$ cat src/source/rv_core_pkg.sv
// widths, opcodes, operation codes, instruction formats and pipeline bundles of the core
package rv_core_pkg;

    localparam int XLEN              = 32;
    localparam int REG_ADDR_W        = 5;
    localparam int DEFAULT_TAG_WIDTH = 3;

    // major opcodes of the supported RV32I subset
    typedef enum logic [6:0] {
        OPC_OP     = 7'b0110011,
        OPC_OP_IMM = 7'b0010011,
        OPC_LUI    = 7'b0110111,
        OPC_AUIPC  = 7'b0010111,
        OPC_BRANCH = 7'b1100011,
        OPC_JAL    = 7'b1101111,
        OPC_JALR   = 7'b1100111,
        OPC_LOAD   = 7'b0000011,
        OPC_STORE  = 7'b0100011
    } opcode_e;

    // NOP must stay at zero, it is the value of an empty bundle
    typedef enum logic [4:0] {
        NOP, LUI,
        ADD, SUB, SLT, SLTU,
        XOR, OR, AND,
        SLL, SRL, SRA,
        BEQ, BNE, BLT, BGE, BLTU, BGEU,
        JAL, JALR,
        LW, SW
    } operation_e;

    typedef struct packed {
        logic [6:0]            funct7;
        logic [REG_ADDR_W-1:0] rs2;
        logic [REG_ADDR_W-1:0] rs1;
        logic [2:0]            funct3;
        logic [REG_ADDR_W-1:0] rd;
        opcode_e               opcode;
    } r_fmt_t;

    typedef struct packed {
        logic [6:0]            imm_hi;
        logic [REG_ADDR_W-1:0] rs2;
        logic [REG_ADDR_W-1:0] rs1;
        logic [2:0]            funct3;
        logic [4:0]            imm_lo;
        opcode_e               opcode;
    } s_fmt_t;

    // one instruction word, seen as register format or as store format
    typedef union packed {
        r_fmt_t r_fmt;
        s_fmt_t s_fmt;
    } instr_u;

    typedef struct packed {
        logic                         valid;
        operation_e                   operation;
        logic [XLEN-1:0]              pc;
        logic [XLEN-1:0]              first;
        logic [XLEN-1:0]              second;
        logic [XLEN-1:0]              third;
        logic [REG_ADDR_W-1:0]        rd;
        logic [DEFAULT_TAG_WIDTH-1:0] tag;
    } dec_ex_t;

    typedef struct packed {
        logic                         valid;
        operation_e                   operation;
        logic [XLEN-1:0]              result;
        logic [XLEN-1:0]              store_data;
        logic                         jump;
        logic [XLEN-1:0]              jump_target;
        logic [REG_ADDR_W-1:0]        rd;
        logic                         write_enable;
        logic [DEFAULT_TAG_WIDTH-1:0] tag;
    } ex_rt_t;

endpackage
$ cat src/source/rv_core.sv
// top level of the in-order RV32I core connecting fetch, decode, execute, retire and registers
`timescale 1ns/1ps
module rv_core #(
    parameter logic [rv_core_pkg::XLEN-1:0] RESET_PC = '0
) (
    input  logic                         clk,
    input  logic                         reset,
    input  logic                         stall_i,
    input  logic [rv_core_pkg::XLEN-1:0] instruction_i,
    input  logic [rv_core_pkg::XLEN-1:0] mem_data_i,
    output logic [rv_core_pkg::XLEN-1:0] instruction_address_o,
    output logic                         mem_operation_enable_o,
    output logic [3:0]                   mem_write_enable_o,
    output logic [rv_core_pkg::XLEN-1:0] mem_address_o,
    output logic [rv_core_pkg::XLEN-1:0] mem_data_o
);
    import rv_core_pkg::*;

    localparam int TAG_WIDTH = DEFAULT_TAG_WIDTH;

    logic                  hazard;
    logic                  jump;
    logic [XLEN-1:0]       jump_target;
    logic [TAG_WIDTH-1:0]  retire_tag;
    logic [XLEN-1:0]       pc_fetch;
    logic [TAG_WIDTH-1:0]  tag_fetch;
    logic [REG_ADDR_W-1:0] rs1;
    logic [REG_ADDR_W-1:0] rs2;
    logic [XLEN-1:0]       rs1_data;
    logic [XLEN-1:0]       rs2_data;
    logic [REG_ADDR_W-1:0] wb_rd;
    logic                  wb_enable;
    logic [XLEN-1:0]       wb_data;
    dec_ex_t               dec_bundle;
    ex_rt_t                ex_bundle;

    fetch_unit #(
        .RESET_PC (RESET_PC),
        .TAG_WIDTH(TAG_WIDTH)
    ) u_fetch (
        .clk                  (clk),
        .reset                (reset),
        .stall_i              (stall_i),
        .hazard_i             (hazard),
        .jump_i               (jump),
        .jump_target_i        (jump_target),
        .retire_tag_i         (retire_tag),
        .instruction_address_o(instruction_address_o),
        .pc_o                 (pc_fetch),
        .tag_o                (tag_fetch)
    );

    decode_stage #(
        .TAG_WIDTH(TAG_WIDTH)
    ) u_decode (
        .clk          (clk),
        .reset        (reset),
        .stall_i      (stall_i),
        .instruction_i(instruction_i),
        .pc_i         (pc_fetch),
        .tag_i        (tag_fetch),
        .rs1_data_i   (rs1_data),
        .rs2_data_i   (rs2_data),
        .rs1_o        (rs1),
        .rs2_o        (rs2),
        .hazard_o     (hazard),
        .dec_o        (dec_bundle)
    );

    register_file u_regs (
        .clk           (clk),
        .reset         (reset),
        .rs1_i         (rs1),
        .rs2_i         (rs2),
        .rd_i          (wb_rd),
        .write_enable_i(wb_enable),
        .data_i        (wb_data),
        .data1_o       (rs1_data),
        .data2_o       (rs2_data)
    );

    execute_stage #(
        .TAG_WIDTH(TAG_WIDTH)
    ) u_execute (
        .clk    (clk),
        .reset  (reset),
        .stall_i(stall_i),
        .dec_i  (dec_bundle),
        .ex_o   (ex_bundle)
    );

    retire_stage #(
        .TAG_WIDTH(TAG_WIDTH)
    ) u_retire (
        .clk                   (clk),
        .reset                 (reset),
        .stall_i               (stall_i),
        .ex_i                  (ex_bundle),
        .mem_data_i            (mem_data_i),
        .rd_o                  (wb_rd),
        .write_enable_o        (wb_enable),
        .write_data_o          (wb_data),
        .jump_o                (jump),
        .jump_target_o         (jump_target),
        .retire_tag_o          (retire_tag),
        .mem_operation_enable_o(mem_operation_enable_o),
        .mem_write_enable_o    (mem_write_enable_o),
        .mem_address_o         (mem_address_o),
        .mem_data_o            (mem_data_o)
    );

endmodule

$ cat src/source/retire_stage.sv
// retire stage with kill check, retire tag, jump redirect, load/store and writeback
`timescale 1ns/1ps
module retire_stage #(
    parameter int TAG_WIDTH = rv_core_pkg::DEFAULT_TAG_WIDTH
) (
    input  logic                               clk,
    input  logic                               reset,
    input  logic                               stall_i,
    input  rv_core_pkg::ex_rt_t                ex_i,
    input  logic [rv_core_pkg::XLEN-1:0]       mem_data_i,
    output logic [rv_core_pkg::REG_ADDR_W-1:0] rd_o,
    output logic                               write_enable_o,
    output logic [rv_core_pkg::XLEN-1:0]       write_data_o,
    output logic                               jump_o,
    output logic [rv_core_pkg::XLEN-1:0]       jump_target_o,
    output logic [TAG_WIDTH-1:0]               retire_tag_o,
    output logic                               mem_operation_enable_o,
    output logic [3:0]                         mem_write_enable_o,
    output logic [rv_core_pkg::XLEN-1:0]       mem_address_o,
    output logic [rv_core_pkg::XLEN-1:0]       mem_data_o
);
    import rv_core_pkg::*;

    logic [TAG_WIDTH-1:0] tag_q;
    logic                 killed;
    logic                 active;
    logic                 is_load;
    logic                 is_store;

    // items fetched before the last jump carry an old tag
    assign killed   = ex_i.tag != tag_q;
    assign active   = ex_i.valid && !killed && !stall_i;
    assign is_load  = ex_i.operation == LW;
    assign is_store = ex_i.operation == SW;

    always_ff @(posedge clk) begin
        if (reset) begin
            tag_q <= '0;
        end else if (jump_o) begin
            tag_q <= tag_q + 1'b1;
        end
    end

    assign retire_tag_o  = tag_q;
    assign jump_o        = active && ex_i.jump;
    assign jump_target_o = ex_i.jump_target;

    assign rd_o           = ex_i.rd;
    assign write_enable_o = active && ex_i.write_enable;
    assign write_data_o   = is_load ? mem_data_i : ex_i.result;

    // word access only, all byte lanes on a store
    assign mem_operation_enable_o = active && (is_load || is_store);
    assign mem_write_enable_o     = (active && is_store) ? 4'b1111 : 4'b0000;
    assign mem_address_o          = {ex_i.result[XLEN-1:2], 2'b00};
    assign mem_data_o             = ex_i.store_data;

endmodule

$ cat src/source/execute_stage.sv
// execute stage with ALU, shifter, branch compare, jump target and address adder
`timescale 1ns/1ps
module execute_stage #(
    parameter int TAG_WIDTH = rv_core_pkg::DEFAULT_TAG_WIDTH
) (
    input  logic                 clk,
    input  logic                 reset,
    input  logic                 stall_i,
    input  rv_core_pkg::dec_ex_t dec_i,
    output rv_core_pkg::ex_rt_t  ex_o
);
    import rv_core_pkg::*;

    logic [XLEN-1:0]      sum;
    logic [XLEN-1:0]      link;
    logic [4:0]           shamt;
    logic [TAG_WIDTH-1:0] tag;
    logic                 taken;
    ex_rt_t               ex_d;
    ex_rt_t               ex_q;

    // shared adder for ADD, AUIPC, JAL, JALR and memory addresses
    assign sum   = dec_i.first + dec_i.second;
    assign link  = dec_i.pc + XLEN'(4);
    assign shamt = dec_i.second[4:0];
    assign tag   = dec_i.tag;

    always_comb begin
        case (dec_i.operation)
            BEQ:     taken = dec_i.first == dec_i.second;
            BNE:     taken = dec_i.first != dec_i.second;
            BLT:     taken = $signed(dec_i.first) < $signed(dec_i.second);
            BGE:     taken = $signed(dec_i.first) >= $signed(dec_i.second);
            BLTU:    taken = dec_i.first < dec_i.second;
            BGEU:    taken = dec_i.first >= dec_i.second;
            default: taken = 1'b0;
        endcase
    end

    always_comb begin
        ex_d              = '0;
        ex_d.valid        = dec_i.valid;
        ex_d.operation    = dec_i.operation;
        ex_d.store_data   = dec_i.third;
        ex_d.rd           = dec_i.rd;
        ex_d.tag          = tag;
        ex_d.result       = sum;
        ex_d.jump         = taken;
        ex_d.jump_target  = dec_i.pc + dec_i.third;
        ex_d.write_enable = 1'b1;
        case (dec_i.operation)
            LUI:  ex_d.result = dec_i.second;
            SUB:  ex_d.result = dec_i.first - dec_i.second;
            SLT:  ex_d.result = {{(XLEN-1){1'b0}}, $signed(dec_i.first) < $signed(dec_i.second)};
            SLTU: ex_d.result = {{(XLEN-1){1'b0}}, dec_i.first < dec_i.second};
            XOR:  ex_d.result = dec_i.first ^ dec_i.second;
            OR:   ex_d.result = dec_i.first | dec_i.second;
            AND:  ex_d.result = dec_i.first & dec_i.second;
            SLL:  ex_d.result = dec_i.first << shamt;
            SRL:  ex_d.result = dec_i.first >> shamt;
            SRA:  ex_d.result = $signed(dec_i.first) >>> shamt;
            JAL, JALR: begin
                ex_d.result      = link;
                ex_d.jump        = 1'b1;
                ex_d.jump_target = {sum[XLEN-1:1], 1'b0};
            end
            NOP, SW, BEQ, BNE, BLT, BGE, BLTU, BGEU: ex_d.write_enable = 1'b0;
            default: ;
        endcase
    end

    always_ff @(posedge clk) begin
        if (reset) begin
            ex_q.valid <= 1'b0;
        end else if (!stall_i) begin
            ex_q <= ex_d;
        end
    end

    assign ex_o = ex_q;

endmodule

$ cat src/source/register_file.sv
// register bank with hardwired x0 and write-through read bypass
`timescale 1ns/1ps
module register_file (
    input  logic                               clk,
    input  logic                               reset,
    input  logic [rv_core_pkg::REG_ADDR_W-1:0] rs1_i,
    input  logic [rv_core_pkg::REG_ADDR_W-1:0] rs2_i,
    input  logic [rv_core_pkg::REG_ADDR_W-1:0] rd_i,
    input  logic                               write_enable_i,
    input  logic [rv_core_pkg::XLEN-1:0]       data_i,
    output logic [rv_core_pkg::XLEN-1:0]       data1_o,
    output logic [rv_core_pkg::XLEN-1:0]       data2_o
);
    import rv_core_pkg::*;

    logic [XLEN-1:0] regs [1:31];
    logic            write_valid;

    function automatic logic [XLEN-1:0] read_reg(input logic [REG_ADDR_W-1:0] addr);
        if (addr == '0) begin
            return '0;
        end
        // same-cycle writeback is forwarded
        if (write_valid && addr == rd_i) begin
            return data_i;
        end
        return regs[addr];
    endfunction

    assign write_valid = write_enable_i && rd_i != '0;

    always_ff @(posedge clk) begin
        if (reset) begin
            for (int i = 1; i < 32; i++) begin
                regs[i] <= '0;
            end
        end else if (write_valid) begin
            regs[rd_i] <= data_i;
        end
    end

    always_comb begin
        data1_o = read_reg(rs1_i);
        data2_o = read_reg(rs2_i);
    end

endmodule

$ cat src/source/decode_stage.sv
// decode stage with operation decode, immediates, operand select and hazard check
`timescale 1ns/1ps
module decode_stage #(
    parameter int TAG_WIDTH = rv_core_pkg::DEFAULT_TAG_WIDTH
) (
    input  logic                               clk,
    input  logic                               reset,
    input  logic                               stall_i,
    input  rv_core_pkg::instr_u                instruction_i,
    input  logic [rv_core_pkg::XLEN-1:0]       pc_i,
    input  logic [TAG_WIDTH-1:0]               tag_i,
    input  logic [rv_core_pkg::XLEN-1:0]       rs1_data_i,
    input  logic [rv_core_pkg::XLEN-1:0]       rs2_data_i,
    output logic [rv_core_pkg::REG_ADDR_W-1:0] rs1_o,
    output logic [rv_core_pkg::REG_ADDR_W-1:0] rs2_o,
    output logic                               hazard_o,
    output rv_core_pkg::dec_ex_t               dec_o
);
    import rv_core_pkg::*;

    logic [XLEN-1:0] word;
    logic [XLEN-1:0] imm_i;
    logic [XLEN-1:0] imm_s;
    logic [XLEN-1:0] imm_b;
    logic [XLEN-1:0] imm_u;
    logic [XLEN-1:0] imm_j;
    logic [2:0]      funct3;
    logic            alt;
    dec_ex_t         dec_d;
    dec_ex_t         dec_q;

    // alt selects SUB over ADD and SRA over SRL
    function automatic operation_e alu_op(input logic [2:0] f3, input logic sel);
        case (f3)
            3'b000:  return sel ? SUB : ADD;
            3'b001:  return SLL;
            3'b010:  return SLT;
            3'b011:  return SLTU;
            3'b100:  return XOR;
            3'b101:  return sel ? SRA : SRL;
            3'b110:  return OR;
            default: return AND;
        endcase
    endfunction

    assign word   = instruction_i;
    assign funct3 = instruction_i.r_fmt.funct3;
    assign alt    = instruction_i.r_fmt.funct7[5];
    assign rs1_o  = instruction_i.r_fmt.rs1;
    assign rs2_o  = instruction_i.r_fmt.rs2;

    assign imm_i = {{20{word[31]}}, instruction_i.r_fmt.funct7, instruction_i.r_fmt.rs2};
    assign imm_s = {{20{word[31]}}, instruction_i.s_fmt.imm_hi, instruction_i.s_fmt.imm_lo};
    assign imm_b = {{20{word[31]}}, instruction_i.s_fmt.imm_lo[0],
                    instruction_i.s_fmt.imm_hi[5:0], instruction_i.s_fmt.imm_lo[4:1], 1'b0};
    assign imm_u = {word[31:12], 12'b0};
    assign imm_j = {{12{word[31]}}, word[19:12], word[20], word[30:21], 1'b0};

    always_comb begin
        dec_d           = '0;
        dec_d.valid     = !hazard_o;
        dec_d.pc        = pc_i;
        dec_d.first     = rs1_data_i;
        dec_d.second    = imm_i;
        dec_d.third     = rs2_data_i;
        dec_d.rd        = instruction_i.r_fmt.rd;
        dec_d.tag       = tag_i;
        case (instruction_i.r_fmt.opcode)
            OPC_LUI: begin
                dec_d.operation = LUI;
                dec_d.second    = imm_u;
            end
            OPC_AUIPC: begin
                dec_d.operation = ADD;
                dec_d.first     = pc_i;
                dec_d.second    = imm_u;
            end
            OPC_OP_IMM: dec_d.operation = alu_op(funct3, alt && funct3 == 3'b101);
            OPC_OP: begin
                dec_d.operation = alu_op(funct3, alt);
                dec_d.second    = rs2_data_i;
            end
            OPC_BRANCH: begin
                case (funct3)
                    3'b000:  dec_d.operation = BEQ;
                    3'b001:  dec_d.operation = BNE;
                    3'b100:  dec_d.operation = BLT;
                    3'b101:  dec_d.operation = BGE;
                    3'b110:  dec_d.operation = BLTU;
                    3'b111:  dec_d.operation = BGEU;
                    default: dec_d.operation = NOP;
                endcase
                dec_d.second = rs2_data_i;
                dec_d.third  = imm_b;
            end
            OPC_JAL: begin
                dec_d.operation = JAL;
                dec_d.first     = pc_i;
                dec_d.second    = imm_j;
            end
            OPC_JALR: dec_d.operation = JALR;
            OPC_LOAD: dec_d.operation = (funct3 == 3'b010) ? LW : NOP;
            OPC_STORE: begin
                dec_d.operation = (funct3 == 3'b010) ? SW : NOP;
                dec_d.second    = imm_s;
            end
            default: dec_d.operation = NOP;
        endcase
        // only register writers keep a destination
        if (dec_d.operation inside {NOP, SW, BEQ, BNE, BLT, BGE, BLTU, BGEU}) begin
            dec_d.rd = '0;
        end
    end

    // result of the item in execute is not yet in the register file
    assign hazard_o = dec_q.valid && dec_q.rd != '0 &&
                      (dec_q.rd == rs1_o || dec_q.rd == rs2_o);

    always_ff @(posedge clk) begin
        if (reset) begin
            dec_q.valid <= 1'b0;
        end else if (!stall_i) begin
            dec_q <= dec_d;
        end
    end

    assign dec_o = dec_q;

endmodule

$ cat src/source/fetch_unit.sv
// fetch unit with program counter, jump redirect and instruction tag
`timescale 1ns/1ps
module fetch_unit #(
    parameter logic [rv_core_pkg::XLEN-1:0] RESET_PC  = '0,
    parameter int                           TAG_WIDTH = rv_core_pkg::DEFAULT_TAG_WIDTH
) (
    input  logic                         clk,
    input  logic                         reset,
    input  logic                         stall_i,
    input  logic                         hazard_i,
    input  logic                         jump_i,
    input  logic [rv_core_pkg::XLEN-1:0] jump_target_i,
    input  logic [TAG_WIDTH-1:0]         retire_tag_i,
    output logic [rv_core_pkg::XLEN-1:0] instruction_address_o,
    output logic [rv_core_pkg::XLEN-1:0] pc_o,
    output logic [TAG_WIDTH-1:0]         tag_o
);
    import rv_core_pkg::*;

    logic [XLEN-1:0]      pc_q;
    logic [TAG_WIDTH-1:0] tag_q;

    always_ff @(posedge clk) begin
        if (reset) begin
            pc_q  <= RESET_PC;
            tag_q <= '0;
        end else if (!stall_i) begin
            // jump wins over a hazard, the held instruction is on the wrong path
            if (jump_i) begin
                pc_q  <= jump_target_i;
                tag_q <= retire_tag_i + 1'b1;
            end else if (!hazard_i) begin
                pc_q <= pc_q + XLEN'(4);
            end
        end
    end

    // memory answers in the same cycle, so pc and tag line up with instruction_i
    assign instruction_address_o = pc_q;
    assign pc_o                  = pc_q;
    assign tag_o                 = tag_q;

endmodule

$ cat config.mk
export PLATFORM = sky130hd
export DESIGN_NAME = rv_core
export DESIGN_NICKNAME = d
export VERILOG_FILES = /design/src/source/rv_core_pkg.sv /design/src/source/rv_core.sv /design/src/source/retire_stage.sv /design/src/source/execute_stage.sv /design/src/source/register_file.sv /design/src/source/decode_stage.sv /design/src/source/fetch_unit.sv
export SDC_FILE = /design/constraint.sdc
export NUM_CORES = 2
export LEC_CHECK = 0
export BUFFER_PORTS_ARGS = -buffer_cell sky130_fd_sc_hd__buf_2
export CORE_UTILIZATION = 35
export DETAILED_ROUTE_END_ITERATION = 12
export PLACE_DENSITY = 0.59
export SYNTH_ARGS = -nofsm -noshare
export SYNTH_HDL_FRONTEND = slang
export SYNTH_HIERARCHICAL = 1
export SYNTH_SLANG_ARGS = --single-unit
$ cat constraint.sdc
create_clock -name clk -period 13.14 [get_ports clk]
set_input_delay 2.628 -clock clk [delete_from_list [all_inputs] [get_ports clk]]
set_output_delay 2.628 -clock clk [all_outputs]
set_load 0.005 [all_outputs]
## Yosys cells after proc, flatten, opt, wreduce, memory -nomap -nowiden

Memories as Yosys holds them, arrays and structs flattened.
Index checks and enable logic that the tools add are counted.

| cells by class | value |
|---|---|
| mux-type cells | 43 |
| reductions and logical operators | 34 |
| shift-type cells | 3 |
| bitwise operators | 5 |
| equal/unequal tests | 52 |
| $lt $le $gt $ge | 4 |
| add/subtract/negate cells | 6 |

Operators by type and width:

| kind | number |
|---|---|
| 2-to-1 mux 32 bit | 15 |
| case mux 32 bit (11 select lines) | 1 |
| case mux 32 bit (4 select lines) | 1 |
| case mux 5 bit (7 select lines) | 2 |
| adder 32 x 3 -> 32 bit, second input constant | 2 |
| adder 32 bit | 2 |
| greater-or-equal comparator 32 bit | 2 |
| < comparator 32 bit | 2 |
| == test 5 x 4 -> 1 bit, second input constant | 12 |
| == test 5 bit, second input constant | 10 |
| case mux 5 bit (9 select lines) | 1 |
| AND 32 bit | 1 |
| == test 32 bit | 1 |
| != test 32 bit | 1 |
| bitwise OR 32 bit | 1 |
| OR reduction 32 bit | 1 |
| << shifter 32 x 5 -> 32 bit | 1 |
| right shift 32 x 5 -> 32 bit | 1 |
| >>> shifter 32 x 5 -> 32 bit | 1 |
| subtractor 32 bit | 1 |
| bitwise XOR 32 bit | 1 |
| case mux 5 bit (6 select lines) | 1 |
| == test 7 x 6 -> 1 bit, second input constant | 3 |
| == test 7 bit, second input constant | 3 |
| other kinds (27) | 80 |

| storage, ports and cells | value |
|---|---|
| input bits | 67 |
| RAM bits | 992 |
| memories | 1 |
| output and inout port bits | 101 |
| logic and storage cells | 170 |
| bits in registers | 292 |

Memory list:

| memory | depth | bits a word | read ports | clocked after Yosys merged registers in | wr ports | RTL line | source |
|---|---|---|---|---|---|---|---|
| u_regs.regs | 31 | 32 | 2 | 0 | 31 | register_file.sv:16 | `logic [XLEN-1:0] regs [1:31];` |

## Logic depth before layout (Yosys ltp)

| depth | value |
|---|---|
| depth after elaboration | 12 |
| depth in mapped cells | 16 |

## Modules after synthesis

Netlist, hierarchy kept.

Modules (own cells, without submodules):

| module | area each (sq um) | cells an instance | times used | seq. area each (sq um) |
|---|---|---|---|---|
| register_file | 55535.8 | 3892 | 1 | 30749.5 |
| execute_stage | 15104.5 | 1803 | 1 | 3353.2 |
| decode_stage | 6114.6 | 395 | 1 | 4254.1 |
| fetch_unit | 2611.3 | 318 | 1 | 700.7 |
| retire_stage | 1433.9 | 168 | 1 | 60.1 |

## Worst setup path before layout

OpenSTA, ideal clock, no wires.

| timing | value |
|---|---|
| path kind | input port to flip-flop |
| start point | in reset |
| end point | reg u_decode.dec_q, in the netlist u_decode/dec_o[0], enable pin |
| slack | 4003 ps |
| required time | 12495 ps |
| arrival time | 8492 ps |
| stages | 1 |
| cell sequence | nor2_1 |

| on the way | value |
|---|---|
| word-level cells in the longest chain between the ends | 2 |

RTL lines:

| what | RTL line | source |
|---|---|---|
| from (decl) | rv_core.sv:7 | `input logic reset,` |
| NOT 1 bit (no source line) | -- |  |
| AND reduction 2 bit (no source line) | -- |  |
| to (decl) | decode_stage.sv:30 | `dec_ex_t dec_q;` |

Every way passes these cells.
A chain may end at the register's enable or synchronous reset.

## Final worst setup path

| timing | value |
|---|---|
| start point | in stall_i |
| end point | out mem_write_enable_o[2] |

| on the way | value |
|---|---|
| word-level cells in the longest chain between the ends | 4 |

RTL lines:

| what | RTL line | source |
|---|---|---|
| from (decl) | rv_core.sv:8 | `input logic stall_i,` |
| zero test 1 bit | retire_stage.sv:32 | `assign active = ex_i.valid && !killed && !stall_i;` |
| logical AND 1 bit | retire_stage.sv:32 |  |
| logical AND 1 bit | retire_stage.sv:54 | `assign mem_write_enable_o = (active && is_store) ? 4'b1111 : 4'b0000;` |
| 2-to-1 mux 4 bit | retire_stage.sv:54 |  |
| to (decl) | rv_core.sv:13 | `output logic [3:0] mem_write_enable_o,` |

Every way passes these cells.

==> results by group <==
Yosys
  – Yosys warns: 6
  – Top cells by count, synth: 1276 x edfxtp_1, 1003 x and2_1, 428 x mux4_2
  – Synth top area share: between 40% and 50%
  – Ys async rst share: 0%
  – Mapped cell area: about 81000 um^2
  – Syn_area_per_cell: 12.3 um^2
  – Adder-Cell Fraction of Synth Area: under 10%
  – Synth Instances: 6576
  – Combinational family with the most area after synthesis: multiplexers
  – Yosys reg bits: approximately 1300
  – Synth Area in Compound Gates: around a tenth
  – Synth unique cells: between 100 and 150
  – Synth Area in XOR/XNOR: ~1.3%
  – Count leader, synth: edfxtp_1
  – Simple-Gate Fraction of Synth Area: 13.9%
  – Top cells by area, synth: edfxtp_1 47%, mux4_2 12%, and2_1 7.8%
  – Sequential share of the synthesized area: between 40% and 50%
  – Number of synthesized flops with an enable pin: approximately 1300
  – Multiplexer share of the synthesized area: around 19%
  – Synth area leader: edfxtp_1
  – Top_reg_cell synth: edfxtp_1

STA
  – Worst-margin pin slew: 1.49 ns
  – Final worst slack: 6.46 ns
  – Fin crit period: 6.68 ns
  – Fin Setup TNS: 0 ns
  – Max_slew headroom: less than 1%
  – Fin Hold WS: 0.427 ns
  – RSZ-0062 raised after global routing: false
  – Number of setup violations in the final report: 0
  – Hold Violations, Final: 0
  – Pins Over Slew Limit: 0
  – Fmax: 150 MHz
  – Worst clock skew: about 0.047 ns
  – Tcrit/Tclk final: between 50% and 60%

Detailed routing
  – Drt pass-1 iters: 8
  – Avg WL per Cell: 35.7 um
  – Total number of vias: between 50000 and 60000
  – Antenna viol nets, final: 0
  – Drt drc: 0
  – Initial drt markers: 9422
  – Number of vias per cell: about 6.3
  – Routed WL: approximately 340 mm

Placed design
  – GP Congestion: roughly 1.0
  – Hpwl dp: roughly 230 mm
  – Pre-CTS setup slack: slightly below 6 ns
  – Post-Place Cell Area: between 80000 and 90000 um^2
  – Placed Cells: slightly above 9000
  – # port buffers: about 170

Worst setup path
  – Crit end category: output pin
  – RR Startpoint: u_decode/dec_o[43]
  – Critical Path Sink: mem_write_enable_o[2]
  – Crit path from: stall_i
  – Crit path DAT: 4.05 ns
  – Crit Path Max Fanout: 32
  – End of the worst register-to-register path: u_execute/ex_o[33]
  – Crit path required time: ~11 ns
  – Setup CP Type: in -> out
  – Startpoint Class: primary input
  – Setup slack, reg-to-reg: around 7.5 ns
  – Reg2Reg Depth: 13

GRT
  – Number of global-route vias before repair: around 56000
  – Initial antenna violation count: 46
  – Tot GR Track Use: between 20% and 30%
  – Global-route wire length before repair: ~460 mm
  – Pin count of the biggest net entering global routing: ~140
  – Remaining Overflow, GRT: 0

Clock tree
  – TritonCTS clock tree: yes
  – Htree depth: 4
  – Root Buffer: clkbuf_16
  – Worst-Skew Late Latency: slightly above 0.8 ns
  – Post-CTS Hold Buffers: 0
  – Postcts setup bufs: 0
  – CTS Buf Count: between 100 and 150
  – Clock-pin slew on the worst setup and hold paths: 0.06 ns
  – Clk buf depth: 3
  – Num Clock Sinks: around 1300
  – Post-CTS Resized: 0

Finish
  – P&R area growth vs syn: 9.01%
  – Post-route design area: 88100 um^2
  – Layout cells sized above 1: a little under a fifth
  – Fillers: roughly 22000
  – Non-filler cells in the finished layout: approximately 9500
  – Fin util: between 30% and 40%
  – NumNets Final: about 6600

Floorplan
  – Core box area: approximately 230000 um^2
  – Initial Utilization: 35.2%
  – I/O Pins: ~170
  – Die Ht: between 400 and 500 um
  – Die area: around 230000 um^2
  – Std-Cell Rows: 176
  – Die Width: just under 500 um

Pwr
  – Peak supply drop: 0.0878 mV
  – LEAKAGE: between 30 and 40 nW
  – Pwr per Cell Area: 122 nW/um^2
  – Total power: 10.8 mW

Outcome
  – Outcome: finished with violations
  – Failing checks: capacitance limit

Hold path
  – HP Class: reg -> reg

Run
  – Max_cap viols: 1
==> power by group <==
part,internal [mW],switching (mW),leakage (nW)
Clock,2.31,1.85,2.31
Sequential,4.78,0.153,13.2
Combinational,0.535,1.14,16.5
Total,7.63,3.14,32.1
==> logic make-up (layout without fill, tap and decap cells) <==
logic type | count (synthesis) | after routing
AO/OA/AOI/OAI | 1172 | 1172
multiplexers | 939 | 939
adder cells (fa/ha/maj) | 135 | 135
other | 2 | 50
AND/OR/NAND/NOR | 2042 | 2042
flip-flops | 1316 | 1316
buffers and inverters | 854 | 740
XOR/XNOR | 116 | 116
==> sequential cells by signal, summed over array words and instances, names as in the netlist <==
register	count
u_fetch/instruction_address_o	32
u_regs/regs	1024
u_fetch/tag_o	3
u_decode/dec_o	142
u_execute/ex_o	112
u_retire/retire_tag_o	3
==> routing by layer <==
| layer | wire length (um) | GRT usage (%) | share of wire, % | vias to the layer above |
|---|---|---|---|---|
| li1 | - | - | - | 24400 |
| met1 | 127000 | 36.4 | 37 | 30700 |
| met2 | 150000 | 43.2 | 44 | 4025 |
| met3 | 36200 | 6.86 | 11 | 833 |
| met4 | 27300 | 19.3 | 8.0 | 14 |
| met5 | 97 | 0 | 0.028 | - |
==> worst min path at each step <==
stage                                  from                end  slack, ns  cells after the start
after CTS                  u_fetch/tag_o[1]  u_decode/dec_o[1]       0.42                      0
after global placement    u_decode/dec_o[2]  u_execute/ex_o[2]       0.40                      0
final                     u_decode/dec_o[2]  u_execute/ex_o[2]       0.43                      0
after detailed placement  u_decode/dec_o[0]  u_execute/ex_o[0]       0.41                      0
after global routing      u_decode/dec_o[2]  u_execute/ex_o[2]       0.43                      0
after floorplan           u_decode/dec_o[0]  u_execute/ex_o[0]       0.40                      0
==> cells in the final DEF (no fill, tap or decap), types with 63 or more instances in the layout <==
cell and instances:
edfxtp_1 1276, and2_1 1004, mux4_2 428, mux2i_1 313
nor2_1 306, nand2_1 300, a21oi_1 254, buf_4 180
buf_2 158, clkbuf_16 150, o21ai_0 147, ha_1 132
inv_1 120, mux2_1 111, o22ai_1 103, a211oi_1 100
mux2_2 87, a22oi_1 70, nor3_1 69, xnor2_1 63
==> layout make-up <==
cell class,instances,area (um^2),area share (%)
Inverter,128,480,0.545
Clock inverter,68,766,0.869
Tap cell,3026,3790,4.30
Timing Repair Buffer,346,2260,2.56
Antenna cell,16,40.0,0.0455
Sequential cell,1316,39100,44.4
Clock buffer,198,4010,4.56
Multi-Input combinational cell,4438,37600,42.7
==> worst max-delay path: stages <==
cell and delay, ns:
buf_2 0.10, buf_4 0.25, nand2b_1 0.21, nor4_2 0.18, buf_4 0.26, and3_1 0.25, buf_2 0.14
Power figures use the tool's default switching activity.
